===== src/common/nnTypesPkg.sv =====
package nnTypesPkg;

	// ~~~~~~~~~~~~~~~~~~~~~~~~~~~~~~~~~~~~~~~~
	// widths and sizes
	// ~~~~~~~~~~~~~~~~~~~~~~~~~~~~~~~~~~~~~~~~
	localparam int actW = 8;
	localparam int weightW = 8;
	localparam int accW = 20; // 15 products of u8 x s8 plus a bias cannot overflow this
	localparam int classW = 2;

	localparam int nInputs = 15;
	localparam int nHidden = 4;
	localparam int nClasses = 3;

	// ~~~~~~~~~~~~~~~~~~~~~~~~~~~~~~~~~~~~~~~~
	// scalar types
	// ~~~~~~~~~~~~~~~~~~~~~~~~~~~~~~~~~~~~~~~~
	typedef logic [actW-1:0] actT; // inputs, hidden values and scores
	typedef logic signed [weightW-1:0] weightT;
	typedef logic signed [accW-1:0] accT;

	// ~~~~~~~~~~~~~~~~~~~~~~~~~~~~~~~~~~~~~~~~
	// bundles
	// ~~~~~~~~~~~~~~~~~~~~~~~~~~~~~~~~~~~~~~~~
	typedef struct packed {
		actT [nInputs-1:0] acts;
	} sampleT;

	typedef struct packed {
		logic [classW-1:0] classId;
		actT score; // winning output-layer activation
	} resultT;

endpackage


===== src/common/nnWeightsPkg.sv =====
package nnWeightsPkg;

	import nnTypesPkg::*;

	// ~~~~~~~~~~~~~~~~~~~~~~~~~~~~~~~~~~~~~~~~
	// hidden layer
	// ~~~~~~~~~~~~~~~~~~~~~~~~~~~~~~~~~~~~~~~~
	// Rows run from neuron 3 down to neuron 0, and each row lists input 14 first
	localparam weightT [nHidden-1:0][nInputs-1:0] hiddenWeights = {
		{-8'sd38, -8'sd21, 8'sd66, -8'sd7, 8'sd14, 8'sd83, -8'sd31, 8'sd9,
			8'sd25, -8'sd44, 8'sd52, 8'sd17, 8'sd4, -8'sd60, 8'sd33}, // neuron 3
		{8'sd70, 8'sd29, -8'sd2, 8'sd46, -8'sd19, 8'sd54, 8'sd37, -8'sd88,
			8'sd11, 8'sd61, -8'sd25, -8'sd6, 8'sd72, 8'sd15, -8'sd40}, // neuron 2
		{8'sd8, -8'sd57, 8'sd31, -8'sd14, 8'sd90, -8'sd9, 8'sd22, 8'sd40,
			-8'sd71, 8'sd5, -8'sd18, 8'sd64, 8'sd27, -8'sd33, 8'sd12}, // neuron 1
		{-8'sd51, -8'sd4, -8'sd12, -8'sd30, -8'sd53, 8'sd78, -8'sd43, 8'sd68,
			8'sd43, 8'sd18, 8'sd116, 8'sd23, -8'sd51, 8'sd49, -8'sd9} // neuron 0
	};

	localparam weightT [nHidden-1:0] hiddenBias = {
		8'sd64,
		-8'sd12,
		8'sd20,
		-8'sd1
	};

	// ~~~~~~~~~~~~~~~~~~~~~~~~~~~~~~~~~~~~~~~~
	// output layer
	// ~~~~~~~~~~~~~~~~~~~~~~~~~~~~~~~~~~~~~~~~
	// rows run from class 2 down to class 0, hidden input 3 first
	localparam weightT [nClasses-1:0][nHidden-1:0] outWeights = {
		{8'sd60, 8'sd30, -8'sd45, 8'sd90}, // class 2
		{-8'sd35, 8'sd55, 8'sd75, -8'sd20}, // class 1
		{8'sd85, -8'sd60, 8'sd40, 8'sd40} // class 0
	};

	localparam weightT [nClasses-1:0] outBias = {
		-8'sd10,
		8'sd5,
		8'sd0
	};

	// right shift after rectifying, keeps bits [13:6] of the sum
	localparam int actShift = 6;

endpackage


===== src/neuron/neuronNode.sv =====
`timescale 1ns/1ps

module neuronNode
	import nnTypesPkg::*;
#(
	parameter int nIn = nInputs,
	parameter weightT [nIn-1:0] weights = '0,
	parameter weightT bias = '0,
	parameter int shift = 6
)
(
	input logic clk,
	input logic reset,
	input actT [nIn-1:0] acts,
	output actT act
);

	actT [nIn-1:0] actsQ; // stage 1
	accT sumNext;
	accT sumQ; // stage 2
	accT scaled;
	actT actNext;

	// ~~~~~~~~~~~~~~~~~~~~~~~~~~~~~~~~~~~~~~~~
	// stage 1 input register
	// ~~~~~~~~~~~~~~~~~~~~~~~~~~~~~~~~~~~~~~~~
	always_ff @(posedge clk)
	begin
		if (reset)
			actsQ <= '0;
		else
			actsQ <= acts;
	end

	// ~~~~~~~~~~~~~~~~~~~~~~~~~~~~~~~~~~~~~~~~
	// stage 2 weighted sum plus bias
	// ~~~~~~~~~~~~~~~~~~~~~~~~~~~~~~~~~~~~~~~~
	always_comb
	begin
		sumNext = accT'(bias);
		for (int i = 0; i < nIn; i++)
		begin
			// activation is unsigned, so a zero is put in front before the signed multiply
			sumNext = sumNext + accT'(signed'({1'b0, actsQ[i]})) * accT'(weights[i]);
		end
	end

	always_ff @(posedge clk)
	begin
		if (reset)
			sumQ <= '0;
		else
			sumQ <= sumNext;
	end

	// ~~~~~~~~~~~~~~~~~~~~~~~~~~~~~~~~~~~~~~~~
	// stage 3 rectify, shift, saturate
	// ~~~~~~~~~~~~~~~~~~~~~~~~~~~~~~~~~~~~~~~~
	assign scaled = sumQ >>> shift;

	always_comb
	begin
		if (sumQ[accW-1])
			actNext = '0; // negative sums rectify to zero
		else if (|scaled[accW-1:actW])
			actNext = '1; // anything past 255 clips
		else
			actNext = scaled[actW-1:0];
	end

	always_ff @(posedge clk)
	begin
		if (reset)
			act <= '0;
		else
			act <= actNext;
	end

	actZeroAfterReset: assert property (@(posedge clk) reset |=> act == '0)
		else $error("neuron output not cleared by reset");

endmodule


===== src/neuron/neuronLayer.sv =====
`timescale 1ns/1ps

module neuronLayer
	import nnTypesPkg::*;
#(
	parameter int nIn = nInputs,
	parameter int nOut = nHidden,
	parameter weightT [nOut-1:0][nIn-1:0] weights = '0,
	parameter weightT [nOut-1:0] biases = '0,
	parameter int shift = 6
)
(
	input logic clk,
	input logic reset,
	input logic inStrobe,
	input actT [nIn-1:0] acts,
	output logic outStrobe,
	output actT [nOut-1:0] outActs
);

	localparam int nodeLatency = 3; // register stages inside neuronNode

	logic [nodeLatency-1:0] strobePipe;

	// ~~~~~~~~~~~~~~~~~~~~~~~~~~~~~~~~~~~~~~~~
	// strobe delay line
	// ~~~~~~~~~~~~~~~~~~~~~~~~~~~~~~~~~~~~~~~~
	always_ff @(posedge clk)
	begin
		if (reset)
			strobePipe <= '0;
		else
			strobePipe <= {strobePipe[nodeLatency-2:0], inStrobe};
	end

	assign outStrobe = strobePipe[nodeLatency-1]; // lines up with the neuron outputs

	// ~~~~~~~~~~~~~~~~~~~~~~~~~~~~~~~~~~~~~~~~
	// neurons, all fed from the same vector
	// ~~~~~~~~~~~~~~~~~~~~~~~~~~~~~~~~~~~~~~~~
	for (genvar n = 0; n < nOut; n++)
	begin : gNeuron
		neuronNode #(
			.nIn(nIn),
			.weights(weights[n]),
			.bias(biases[n]),
			.shift(shift)
		) node_i (
			.clk(clk),
			.reset(reset),
			.acts(acts),
			.act(outActs[n])
		);
	end

	// a held reset must keep the whole delay line flushed, even with inStrobe high
	noStrobeInReset: assert property (@(posedge clk) reset && $past(reset) |-> !outStrobe)
		else $error("layer strobe seen during reset");

endmodule


===== src/hdl/classSelect.sv =====
`timescale 1ns/1ps

module classSelect
	import nnTypesPkg::*;
#(
	parameter int nIn = nClasses
)
(
	input logic clk,
	input logic reset,
	input logic scoreStrobe,
	input actT [nIn-1:0] scores,
	output logic outStrobe,
	output resultT result
);

	logic [classW-1:0] bestId;
	actT bestScore;

	// ~~~~~~~~~~~~~~~~~~~~~~~~~~~~~~~~~~~~~~~~
	// arg-max
	// ~~~~~~~~~~~~~~~~~~~~~~~~~~~~~~~~~~~~~~~~
	always_comb
	begin
		bestId = '0;
		bestScore = scores[0];
		for (int i = 1; i < nIn; i++)
		begin
			if (scores[i] > bestScore) // strict compare keeps the lowest index on a tie
			begin
				bestId = classW'(i);
				bestScore = scores[i];
			end
		end
	end

	always_ff @(posedge clk)
	begin
		if (reset)
		begin
			outStrobe <= 1'b0;
			result <= '0;
		end
		else
		begin
			outStrobe <= scoreStrobe;
			if (scoreStrobe)
				result <= '{classId: bestId, score: bestScore}; // holds until the next sample
		end
	end

	classInRange: assert property (@(posedge clk) disable iff (reset)
		outStrobe |-> int'(result.classId) < nIn)
		else $error("class index %0d out of range", result.classId);

endmodule


===== src/hdl/mlpClassifier.sv =====
`timescale 1ns/1ps

module mlpClassifier
	import nnTypesPkg::*;
	import nnWeightsPkg::*;
#(
	parameter weightT [nHidden-1:0][nInputs-1:0] hiddenW = hiddenWeights,
	parameter weightT [nHidden-1:0] hiddenB = hiddenBias,
	parameter weightT [nClasses-1:0][nHidden-1:0] outW = outWeights,
	parameter weightT [nClasses-1:0] outB = outBias,
	parameter int shift = actShift
)
(
	input logic clk,
	input logic reset,
	input logic inStrobe,
	input sampleT sample,
	output logic outStrobe,
	output resultT result
);

	logic hiddenStrobe;
	actT [nHidden-1:0] hiddenActs;
	logic scoreStrobe;
	actT [nClasses-1:0] scores;

	// ~~~~~~~~~~~~~~~~~~~~~~~~~~~~~~~~~~~~~~~~
	// hidden layer takes 3 cycles
	// ~~~~~~~~~~~~~~~~~~~~~~~~~~~~~~~~~~~~~~~~
	neuronLayer #(
		.nIn(nInputs),
		.nOut(nHidden),
		.weights(hiddenW),
		.biases(hiddenB),
		.shift(shift)
	) hiddenLayer (
		.clk(clk),
		.reset(reset),
		.inStrobe(inStrobe),
		.acts(sample.acts),
		.outStrobe(hiddenStrobe),
		.outActs(hiddenActs)
	);

	// ~~~~~~~~~~~~~~~~~~~~~~~~~~~~~~~~~~~~~~~~
	// output layer takes 3 cycles
	// ~~~~~~~~~~~~~~~~~~~~~~~~~~~~~~~~~~~~~~~~
	neuronLayer #(
		.nIn(nHidden),
		.nOut(nClasses),
		.weights(outW),
		.biases(outB),
		.shift(shift)
	) outputLayer (
		.clk(clk),
		.reset(reset),
		.inStrobe(hiddenStrobe),
		.acts(hiddenActs),
		.outStrobe(scoreStrobe),
		.outActs(scores)
	);

	// class selector adds the last cycle
	classSelect #(
		.nIn(nClasses)
	) selector (
		.clk(clk),
		.reset(reset),
		.scoreStrobe(scoreStrobe),
		.scores(scores),
		.outStrobe(outStrobe),
		.result(result)
	);

endmodule


===== config.mk =====
export PLATFORM = sky130hd
export DESIGN_NAME = mlpClassifier
export DESIGN_NICKNAME = d
export VERILOG_FILES = /design/src/common/nnTypesPkg.sv /design/src/common/nnWeightsPkg.sv /design/src/neuron/neuronNode.sv /design/src/neuron/neuronLayer.sv /design/src/hdl/classSelect.sv /design/src/hdl/mlpClassifier.sv
export SDC_FILE = /design/constraint.sdc
export NUM_CORES = 2
export LEC_CHECK = 0
export BUFFER_PORTS_ARGS = -buffer_cell sky130_fd_sc_hd__buf_2
export CAP_MARGIN = 10
export CORE_UTILIZATION = 61
export DETAILED_ROUTE_END_ITERATION = 16
export MAX_ROUTING_LAYER = met4
export PLACE_DENSITY = 0.84
export SYNTH_ARGS = -nofsm -noshare
export SYNTH_HDL_FRONTEND = slang
export SYNTH_SLANG_ARGS = --single-unit

===== constraint.sdc =====
create_clock -name clk -period 16.92 [get_ports clk]
set_input_delay 0.846 -clock clk [delete_from_list [all_inputs] [get_ports clk]]
set_output_delay 0.846 -clock clk [all_outputs]
set_load 0.05 [all_outputs]

Word level (Yosys, flattened, before mapping)
Index checks and enable logic that the tools add are counted.
{ "totals": {"output_inout_bits": 11, "ff_bits": 365, "word_cells": 205, "input_bits": 123} }
{ "classes": {"mul": 67, "add_sub_neg": 73, "mux": 11, "reduce_logical": 14, "n_lt_le_gt_ge": 2} }
{ "op_table": {"columns": ["operator", "count"], "rows": [
  ["adder 20 x 16 -> 20 bit", 12],
  ["adder 20 x 15 -> 20 bit", 11],
  ["multiplier 8 x 6 -> 14 bit, second input constant", 11],
  ["adder 20 x 14 -> 20 bit", 7],
  ["multiplier 8 x 5 -> 13 bit, second input constant", 10],
  ["multiplier 9 x 7 -> 16 bit, second input constant", 8],
  ["multiplier 9 x 5 -> 14 bit, second input constant", 8],
  ["multiplier 8 x 4 -> 12 bit, second input constant", 9],
  ["adder 20 x 13 -> 20 bit", 4],
  ["multiplier 9 x 6 -> 15 bit, second input constant", 5],
  ["two-way mux 8 bit", 9],
  ["adder 16 x 16 -> 17 bit", 4],
  ["adder 19 x 15 -> 20 bit", 3],
  ["adder 18 x 16 -> 19 bit", 3],
  ["multiplier 8 x 3 -> 11 bit, second input constant", 5],
  ["multiplier 9 x 4 -> 13 bit, second input constant", 4],
  ["multiplier 8 x 7 -> 15 bit, second input constant", 3],
  ["OR reduction 6 bit", 7],
  ["adder 20 x 12 -> 20 bit", 2],
  ["adder 20 x 17 -> 20 bit", 2],
  ["adder 20 bit", 2],
  ["adder 18 x 14 -> 19 bit", 2],
  ["adder 17 x 14 -> 18 bit", 2],
  ["adder 17 x 16 -> 18 bit", 2],
  ["other kinds (24)", 32]
]} }

Depth between registers and ports, before layout
{ "depth": {"word_depth": 16, "mapped_depth": 41, "mapped_depth_nobuf": 41} }

Hierarchy
A second synthesis with hierarchy kept.
{ "unflattened": {"hier_cells": 9342, "hier_area_um2": 92170.9} }
{ "by_module_without_submodules": {"columns": ["module", "cells_per_inst", "n_inst", "seq_area_each_um2", "area_each_um2"], "rows": [
  ["neuronNode (hiddenLayer.gNeuron[0].node_i)", 1973, 1, 2842.7, 19432.4],
  ["neuronNode (hiddenLayer.gNeuron[2].node_i)", 1979, 1, 2842.7, 19381.1],
  ["neuronNode (hiddenLayer.gNeuron[1].node_i)", 1807, 1, 2842.7, 18121.1],
  ["neuronNode (hiddenLayer.gNeuron[3].node_i)", 1593, 1, 2842.7, 16299.4],
  ["neuronNode (outputLayer.gNeuron[1].node_i)", 719, 1, 1081.0, 6906.6],
  ["neuronNode (outputLayer.gNeuron[2].node_i)", 643, 1, 1081.0, 6271.0],
  ["neuronNode (outputLayer.gNeuron[0].node_i)", 467, 1, 1041.0, 4466.8],
  ["classSelect", 149, 1, 220.2, 1134.8],
  ["neuronLayer", 6, 2, 60.1, 78.8]
]} }

Worst setup path after synthesis
Ideal clock, no wire load.
{ "synth_timing": {"path_type": "reg2reg", "start": "reg hiddenLayer.gNeuron[0].node_i.actsQ[54] (netlist bit)", "end": "reg hiddenLayer.gNeuron[0].node_i.sumQ[19]", "arrival_ns": 9.558, "slack_ns": 7.234, "path_stages_with_launch": 38, "t_required_ns": 16.792, "path_cell_list": "dfxtp_1 -> inv_1 -> ha_1 -> fa_1 -> fa_1 -> inv_1 -> ha_1 -> inv_1 -> o21bai_1 -> a21oi_1 -> o21bai_1 -> a21o_1 -> xor2_1 -> fa_1 -> fa_1 -> inv_1 -> fa_1 -> inv_1 -> [2 not listed] -> fa_1 -> inv_1 -> fa_1 -> fa_1 -> fa_1 -> inv_1 -> fa_1 -> inv_1 -> ha_1 -> a21oi_1 -> nor2b_1 -> o21ai_0 -> nand2b_1 -> a2111oi_0 -> o21bai_1 -> a21oi_1 -> xnor2_1 -> nor2_1"} }
{ "synth_via": {"elab_chain_cells": 10} }
{ "synth_rtl": {"columns": ["item", "line", "text"], "rows": [
  ["start: declaration", "neuronNode.sv:18", "actT [nIn-1:0] actsQ;"],
  ["start signal: assignment", "neuronNode.sv:32", "actsQ <= acts;"],
  ["multiplier 8 x 6 -> 14 bit", "neuronNode.sv:44", "sumNext = sumNext + accT'(signed'({1'b0, actsQ[i]})) * accT'(weights[i]);"],
  ["adder 20 x 15 -> 20 bit", "neuronNode.sv:44", null],
  ["adder 20 x 16 -> 20 bit (4 in series)", "neuronNode.sv:44", null],
  ["adder 20 x 15 -> 20 bit", "neuronNode.sv:44", null],
  ["adder 20 x 14 -> 20 bit", "neuronNode.sv:44", null],
  ["adder 20 bit", "neuronNode.sv:44", null],
  ["adder 20 x 16 -> 20 bit", "neuronNode.sv:44", null],
  ["end signal: assignment", "neuronNode.sv:53", "sumQ <= sumNext;"],
  ["end: declaration", "neuronNode.sv:20", "accT sumQ;"]
]} }
No other way between the ends.
A chain may end at the register's enable or synchronous reset.

==> impl_results.md <==
- Final HPWL DP: 253200 µm
- Clk_lat worst skew: 670 ps
- Die Span X: 352.5 µm
- Final wirelength: 281900 µm
- Net Count, Synth: 10635
- Clock sink count: 320
- Mapped Cells: 7573
- CTS tree: yes
- GRT overflow: 0
- Async set-reset flop share out of synthesis: 0
- Root Driver: clkbuf_16
- Core Area: 121900 µm²
- Syn. warnings: 0
- Routed vias/inst: 5.685
- Register area share after synthesis: 0.08546
- Largest stage delay, worst path: 1120 ps
- Drt drc: 0
- #FFs+latches synth: 320
- Row count: 128
- Share of layout cells above drive strength 1: 0.03822
- Synth Area per Inst: 9.898 µm²
- Largest net degree at the start of global routing: 109
- Mapped cell area: 74960 µm²
- Worst hold-check path type: in2reg
- Startpoint types: flip-flop
- Synth cell types: 59
- Max-cap violations: 0
- Worst Hold Endpoint: hiddenLayer.gNeuron[0].node_i.actsQ[61]
- Critical R2R Launch: hiddenLayer.gNeuron[0].node_i.actsQ[50]
- Hold Path Origin: sample[61]
- Initial antenna violation count: 13
- Crit path DAT: 11980 ps
- Prevailing post-synth register cell: dfxtp_1
- RSZ-0062 raised after global routing: false
- Setup Fix Bufs, Post-CTS: 0
- CTS Hold Buffers Added: 0
- Period minus WS final: 11460 ps
- EDFF count, synth: 0
- Clock skew: 54.15 ps
- Wirelength per Cell: 29.79 µm
- Most frequent CP cell: fa_1
- Reg2reg path depth: 29
- Run status: complete, no violations
- Capture point of the worst reg-to-reg path: hiddenLayer.gNeuron[3].node_i.sumQ[19]
- Hold Path Stages: 2
- H-tree Lvls: 2
- CTS max path bufs: 3
- Die ar.: 124300 µm²
- GPL Wtd Cong: 1.146
- Fin nets: 10856
- Clock-pin slew on the worst setup and hold paths: 70 ps
- Count of final setup violators: 0
- I/O Buffers: 133
- Die height: 352.5 µm
- Reg-to-reg setup timing slack: 5460 ps
- 1st-iter DRT viols: 4487
- Final ANT Viol Nets: 0
- CTS buffer count: 41
- Least-Margin Pin Slew: 1443 ps
- Resized cells post-CTS: 0
- Fillcell total: 9779
- Pre-antenna DRT Iters: 5
- I/O Pins: 134
- Initial Utilization: 0.6150
- Area Growth Syn to Fin: 6.161%
- First-pass GRT wire length: 399100 µm
- Worst EP required: 17440 ps
- Slowest cell on crit path: o41ai_1
- Pins Over Slew Limit: 0
- Tcrit/Tclk final: 0.6771
- Final hold violation count: 0
- Worst slew margin relative to its limit: 0.03101
- Total track usage: 0.4764
- Vias in the first global route: 57593
- Worst-path maximum fanout: 9
- CP Class: reg2reg
- Setup tns final: 0 ps
- Fmax: 0.08728 GHz
- Routed vias: 53789
- Worst Setup End Kind: flip-flop
-- layout make-up --
class	instances	area, µm²	area share
Inverter	2279	8554	0.1075
Multi-Input combinational cell	4937	59870	0.7524
Clock inverter	21	272.8	0.003428
Antenna cell	13	32.53	0.0004088
Clock buffer	51	1114	0.01399
Tap cell	1625	2033	0.02555
Sequential cell	320	6407	0.08052
Timing Repair Buffer	215	1291	0.01623
-- metal layers --
metal  share of wire  GRT usage  vias to the layer above  routed length [µm]
li1                -          -                    23551                   -
met1            0.35     0.5248                    26813               98970
met2            0.44     0.7252                     2596              125000
met3           0.089     0.1075                      829               25010
met4            0.12     0.4238                        0               32840
met5               0          -                        -                   0
-- placed cells by master, fill, tap and decap left out, types with 128 or more instances in the layout --
| master | n |
|---|---|
| nor2b_1 | 217 |
| xor2_1 | 128 |
| fa_1 | 1342 |
| inv_1 | 2279 |
| a21oi_1 | 307 |
| nor2_1 | 226 |
| buf_2 | 132 |
| dfxtp_1 | 319 |
| xnor2_1 | 353 |
| o21bai_1 | 129 |
| ha_1 | 1597 |
-- sequential cells by signal (all words and copies together) (netlist names) --
register,flops
outputLayer.gNeuron.node_i.actsQ,32
outputLayer.gNeuron.node_i.act,24
hiddenLayer.strobePipe,3
hiddenLayer.gNeuron.node_i.actsQ,120
selector.result,10
outputLayer.strobePipe,3
hiddenLayer.gNeuron.node_i.act,32
outputLayer.gNeuron.node_i.sumQ,39
selector.outStrobe,1
hiddenLayer.gNeuron.node_i.sumQ,56
-- worst max-delay path: cells and delay by family, from the launching register on --
kind                     cells  cell delay, ps
AO/OA/AOI/OAI                7            2720
XOR/XNOR                     2            1040
adder cells (fa/ha/maj)     13            6130
buffers and inverters        6             440
flip-flops                   1             910
AND/OR/NAND/NOR              1              80
-- stage by stage --
step	cells	setup WS, ps	instance area [µm²]	utilization	hold WS [ps]
finish	9461	5463	79580	0.6529	380.9
global route	9459	5004	79570	0.6529	386.6
CTS	9448	5644	79540	0.6527	358.1
detailed placement	9376	5603	78160	0.6413	420.4
global placement	9376	5656	78160	0.6413	417.1
floorplan	7573	7235	74960	-	413.8
-- cells in the mapped netlist, drive strengths merged, types with 7 or more instances --
library cell	count	share of area
inv	2279	0.11
ha	1597	0.27
fa	1342	0.36
xnor2	354	0.041
dfxtp	320	0.085
a21oi	308	0.021
nor2	226	0.011
nor2b	217	0.018
o21bai	129	0.013
xor2	128	0.015
o21ai	110	0.0073
a21o	95	0.0095
o21a	73	0.0073
nand2	70	0.0035
nand2b	44	0.0037
nor3	43	0.0029
clkbuf	34	0.0017
nand3	32	0.0021
and3	12	0.0010
nand4b	12	0.0014
mux2i	11	0.0015
a21boi	10	0.0010
nor4	9	0.00075
or3	9	0.00075
a211oi	8	0.00080
nand4	8	0.00067
a31oi	7	0.00058
o221ai	7	0.00082
-- kinds of logic (layout without fill, tap and decap cells) --
kind of cell / after synthesis / after routing / synth area share
XOR/XNOR: 482 / 482 / 0.05632
AO/OA/AOI/OAI: 795 / 795 / 0.06687
flip-flops: 320 / 320 / 0.08546
adder cells (fa/ha/maj): 2939 / 2939 / 0.6250
buffers and inverters: 2316 / 2566 / 0.1160
AND/OR/NAND/NOR: 710 / 710 / 0.04892
other: 0 / 13 / 0
multiplexers: 11 / 11 / 0.001469
-- how the worst max path moves through the flow --
stage                                                       start                                endpoint  slack (ps)  cells past startpoint
after global placement    hiddenLayer.gNeuron[0].node_i.actsQ[50]  hiddenLayer.gNeuron[0].node_i.sumQ[19]        5660                     37
after CTS                 hiddenLayer.gNeuron[0].node_i.actsQ[50]  hiddenLayer.gNeuron[0].node_i.sumQ[19]        5640                     37
final                     hiddenLayer.gNeuron[0].node_i.actsQ[50]  hiddenLayer.gNeuron[3].node_i.sumQ[19]        5460                     29
after floorplan           hiddenLayer.gNeuron[0].node_i.actsQ[54]  hiddenLayer.gNeuron[0].node_i.sumQ[19]        7230                     37
after detailed placement  hiddenLayer.gNeuron[0].node_i.actsQ[50]  hiddenLayer.gNeuron[0].node_i.sumQ[19]        5600                     37
after global routing      hiddenLayer.gNeuron[0].node_i.actsQ[50]  hiddenLayer.gNeuron[0].node_i.sumQ[19]        5000                     37
Power is left out: the tool's default activity adds up to more than one toggle a clock period on the data nets, which glitch-free logic cannot reach.
